==> src/image_scaler_pkg.sv <==
package image_scaler_pkg;

    // Wide enough for a 320x240 enlarged frame
    localparam int ADDR_W = 19;

    typedef logic [7:0] pixel_t;

    typedef logic [ADDR_W-1:0] frame_addr_t;

    // Transform selected by the mode input
    typedef enum logic [1:0] {
        MODE_COPY,
        MODE_REPLICATE,
        MODE_DECIMATE,
        MODE_AVERAGE
    } scale_mode_t;

    // RAM write port
    typedef struct packed {
        frame_addr_t addr;
        pixel_t      data;
        logic        en;
    } ram_write_t;

    // Everything one engine drives towards the top
    typedef struct packed {
        frame_addr_t rom_addr;
        ram_write_t  wr;
        logic        done;
    } engine_out_t;

endpackage

==> src/frame_copy.sv <==
module frame_copy #(
    parameter int SRC_WIDTH  = 160,
    parameter int SRC_HEIGHT = 120
) (
    input  logic                          clk,
    input  logic                          reset,
    input  logic                          run,
    input  image_scaler_pkg::pixel_t      rom_data,
    output image_scaler_pkg::engine_out_t eng
);
    import image_scaler_pkg::*;

    localparam frame_addr_t NUM_PIXELS = frame_addr_t'(SRC_WIDTH * SRC_HEIGHT);

    frame_addr_t cnt;
    frame_addr_t rd_addr;
    frame_addr_t wr_addr;
    pixel_t      wr_data;
    logic        rd_valid;
    logic        wr_valid;
    logic        done_q;
    logic        issue;

    assign issue = run && (cnt != NUM_PIXELS);

    always_ff @(posedge clk or negedge reset) begin
        if (!reset) begin
            cnt      <= '0;
            rd_valid <= 1'b0;
            wr_valid <= 1'b0;
            done_q   <= 1'b0;
        end else if (!run) begin
            cnt      <= '0;
            rd_valid <= 1'b0;
            wr_valid <= 1'b0;
            done_q   <= 1'b0;
        end else begin
            if (issue) begin
                cnt <= cnt + 1'b1;
            end
            rd_valid <= issue;
            wr_valid <= rd_valid;
            // Rises once the last word has left the read stage
            done_q   <= (cnt == NUM_PIXELS) && !rd_valid;
        end
    end

    always_ff @(posedge clk) begin
        rd_addr <= cnt;
        wr_addr <= rd_addr;
        wr_data <= rom_data;
    end

    always_comb begin
        eng.rom_addr = cnt;
        eng.wr.addr  = wr_addr;
        eng.wr.data  = wr_data;
        eng.wr.en    = run && wr_valid;
        eng.done     = run && done_q;
    end

endmodule

==> config.mk <==
export PLATFORM = sky130hd
export DESIGN_NAME = frame_copy
export DESIGN_NICKNAME = d
export VERILOG_FILES = /design/src/image_scaler_pkg.sv /design/src/frame_copy.sv
export SDC_FILE = /design/constraint.sdc
export NUM_CORES = 1
export LEC_CHECK = 0
export ABC_AREA = 1
export BUFFER_PORTS_ARGS = -buffer_cell sky130_fd_sc_hd__buf_2
export CAP_MARGIN = 0
export CORE_ASPECT_RATIO = 0.6
export CORE_MARGIN = 3
export CORE_UTILIZATION = 55
export DETAILED_ROUTE_END_ITERATION = 8
export GPL_TIMING_DRIVEN = 0
export PLACE_DENSITY_LB_ADDON = 0.1
export SLEW_MARGIN = 30
export SYNTH_ARGS = -nofsm -noshare
export SYNTH_HDL_FRONTEND = slang
export SYNTH_SLANG_ARGS = --single-unit
export TNS_END_PERCENT = 20
==> constraint.sdc <==
create_clock -name clk -period 3.1 [get_ports clk]
set_input_delay 0.155 -clock clk [delete_from_list [all_inputs] [get_ports clk]]
set_output_delay 0.155 -clock clk [all_outputs]
set_load 0.05 [all_outputs]
Word-level counts from Yosys, hierarchy flattened --
Index checks and enable logic that the tools add are counted.
Storage, ports and cells: flip-flop bits (word level) 68, output and inout port bits 48, input bits 11
Cells by class: mux-type cells 5, reduce and logical (&&, ||, !) cells 5, $add $sub $neg 1, equal/unequal tests 3
Operators by type and width (number):
- $mux 19 | 2
- $add 19x1->19 const B | 1
- $eq 19x15->1 const B | 1
- $ne 19x15->1 const B | 1
- $logic_and 1x1->1 | 4
- $mux 1 | 3
- $ne 2x1->1 const B | 1
- $logic_not 1->1 | 1

Longest topological paths before layout --
depth after elaboration 4, gate-level depth with buffers 9, depth with buffers taken out 8

Worst setup path before layout --
No wires, ideal clock.
kind reg-to-reg, from register cnt[1], to register cnt[14], setup time 73 ps, period minus slack after synthesis 1684 ps, buffers on the path 0, setup slack 1416 ps, required time 3027 ps, arrival 1612 ps, cell stages (with the launch flop) 7, path through dfrtp_1 -> ha_1 -> nand3_2 -> nor2_2 -> nand3_1 -> xor2_1 -> nor2_1
Between the ends: cells in the longest elaborated chain, start to end 3, elaborated cells between the ends (all ways) 6
Ends and longest elaborated chain:
- from (decl) | line frame_copy.sv:15 | frame_addr_t cnt;
- from (signal assigned) | line frame_copy.sv:39 | cnt <= cnt + 1'b1;
- $add 19x1->19 / $ne 19x15->1 (equally long branches) | line frame_copy.sv:39, frame_copy.sv:24
- $mux 19 / $logic_and 1x1->1 (equally long branches) | line frame_copy.sv:38, frame_copy.sv:24
- $mux 19 / $ne 2x1->1 (equally long branches)
Several ways; a longest one is shown, not always the timed one. The select of a mux whose other input is x is not followed. A chain may end at the register's enable or synchronous reset.

Worst setup path in the final report --
from register cnt[0], to register cnt[16]
Same word-level chain as after synthesis.

==> impl_metrics.ini <==
[worst_setup_path]
critPathArrivalTime_ps = 1880
cp_max_fo = 6
start_kind = flop
end_kind = flop
crit_type = flop to flop
required_ps = 3370

[placement]
gp_congestion = 0.781
port_buffers = 58
hpwl_mm = 3.00
dp_cells = 324

[floorplan]
die_w_um = 88.0
coreArea_um2 = 3760
die_area_um2 = 4860
die_y_um = 55.2
start_util_pct = 58.9
row_count = 17
ios = 59

[timing]
skew_ps = 7.45
rsz0062_at_grt = no
maxSlewHeadroom_pct = 67.0
max_freq_mhz = 621
finalHoldViolCount = 0
hold-worst-slack_ps = 207
fin_setup_tns_ps = 0
final-max-slew-violation-count = 0
period_share_pct = 51.9
finalSetupViolCount = 0
worst_pin_slew_ps = 496
period_minus_slack_ps = 1610

[drt]
wl_per_cell_um = 12.7
ant_nets = 0
routed_wl_mm = 4.42
drt_iter0_drc = 89
dr.pass1.iters = 4
drc = 0
avgViaCountPerCell = 4.78
vias = 1669

[pwr]
ir_drop_uv = 476
power.density_nw_per_um2 = 645
total_power_w = 0.00187
p_leak_nw = 1.47

[clock_tree]
cts_buffer_depth = 2
clkTransAtPathRegs_ps = 70
cts_tree = yes
cts-buffers-inserted = 9
post_cts_buffers = 0
cts_sinks = 68
clock_latency_ps = 340
clock-root-buffer = clkbuf_8
htreeDepth = 3

[synth]
yosysUniqueCellTypes = 27
synthFlopType = dfxtp_1
synth-edff-count = 0
seq_area_frac_synth_pct = 66.3
ys_warn_count = 0
async_reset_ff_share_pct = 32.4
syn_area_per_cell_um2 = 10.1
synthesis.nets = 232
synthesis.area_um2 = 2220
synth_seq_cells = 68
syn_inst = 219

[global_route]
antenna_found_initial = 0
grt_pass1_vias = 1452
track_usage_pct = 20.0
grt_max_degree = 23
grt_pass1_wl_mm = 6.92
grt_overflow = 0

[job]
drv_cap = 0

[layout]
layout.nets = 310
fin_cells = 349
diodes = 0
final_layout_size_suffix_gt1_share_pct = 29.5
area_delta_synth_final_pct = 30.6
nFillCells = 254

[run_status]
status = complete, no violations

[hold_path]
hold_class = primary input to flop
where the power goes:
group | leakage, nW | internal, W | switching (W) | total (W)
logic | 0.686 | 0.0000324 | 0.0000759 | 0.000108
registers | 0.676 | 0.000894 | 0.00000911 | 0.000903
clock network | 0.109 | 0.000534 | 0.000322 | 0.000856
critical path: stages, from the launching register on:
cell and delay [ps]:
dfrtp_1 460, ha_1 340, nand3_2 160, inv_2 100, nand3_1 150, o21ai_1 160, nand2_1 70, nor2_1 110
logic make-up after synthesis:
logic type	after synthesis	share of synthesized area (%)
buf+inv	26	5.47
simple gates	101	21.5
xor+xnor	3	1.18
flops	68	66.3
compound gates	19	4.34
fa+ha+maj	2	1.13
stage by stage:
| stage | setup slack (ps) | utilization, % | cell area [um2] |
|---|---|---|---|
| finish | 1490 | 77.0 | 2900 |
| global route | 1400 | 77.0 | 2900 |
| detailed placement | 1540 | 68.2 | 2570 |
| CTS | 1510 | 77.0 | 2900 |
| global placement | 1630 | 68.2 | 2570 |
| floorplan | 1420 | - | 2220 |
metal layers:
metal | up-vias | routed length [um] | global-route usage [%] | share of wire, %
met4 | 0 | 13 | 6.12 | 0.29
met1 | 745 | 2060 | 26.1 | 47
met3 | 4 | 400 | 9.76 | 9.0
met5 | - | 0 | 0 | 0
li1 | 848 | - | - | -
met2 | 72 | 1950 | 29.5 | 44
final timing paths:
kind | cells after the start | start | slack [ps] | end
worst max-delay path | 7 | cnt[0]$_DFFE_PN0P_ | 1490 | cnt[16]$_DFFE_PN0P_
worst min-delay path | 3 | run | 210 | cnt[14]$_DFFE_PN0P_
worst max register to register | 7 | cnt[0]$_DFFE_PN0P_ | 1490 | cnt[16]$_DFFE_PN0P_
worst min register to register | 0 | rd_addr[0]$_DFF_P_ | 330 | wr_addr[0]$_DFF_P_
max in group asynchronous | 2 | reset | 2450 | cnt[7]$_DFFE_PN0P_
min in group asynchronous | 2 | reset | 310 | cnt[9]$_DFFE_PN0P_
what timing repair did:
action                                  4_1_cts  5_1_grt
resized for setup                             0        0
hold endpoints to repair                     30        0
hold buffers                                  9        0
endpoints found under the setup margin        0        0
state kept, by name, indices dropped and copies added (netlist names):
name	cells
wr_valid	1
rd_addr	19
rd_valid	1
wr_data	8
done_q	1
wr_addr	19
cnt	19
cells in the final DEF (no fill, tap or decap):
cell type / instances
a21oi_1: 10
dfxtp_1: 46
bufinv_16: 3
and3_1: 1
o21ai_0: 4
o21ai_1: 4
nor3_1: 5
nor2_1: 31
nand2_4: 1
nand2_2: 2
nor2_2: 2
inv_4: 1
nand3_2: 2
nor2_4: 2
dlygate4sd3_1: 9
inv_1: 20
clkinvlp_4: 3
inv_2: 2
buf_6: 1
nand3_1: 17
nor4_1: 1
buf_4: 1
ha_1: 2
xor2_1: 3
nand2_1: 34
buf_2: 58
clkbuf_8: 10
nor2_8: 1
dfrtp_1: 22
a31oi_1: 1
clkbuf_1: 1
nand4_1: 2
cell usage after synthesis (all sizes together) (2+ instances only):
cell type  number  area, um2
a21oi          10       50.1
dfrtp          22        551
xor2            3       26.3
ha              2       25.0
inv            23       88.8
nor2           36        171
o21ai           8       40.0
nand3          19        105
nand4           2       12.5
nand2          37        151
dfxtp          46        921
buf             2       18.8
nor3            5       25.0
area by class of cell:
cell class	instances	area, um2	share of cell area (%)
plain buffers	3	32.5	1.12
clock inverters	6	113	3.89
inverters	23	88.8	3.07
repair buffers	67	380	13.1
multi-input cells	125	626	21.6
well taps	47	58.8	2.03
flip-flops and latches	68	1470	50.8
clock buffers	10	128	4.40
(Power assumes the default switching activity.)
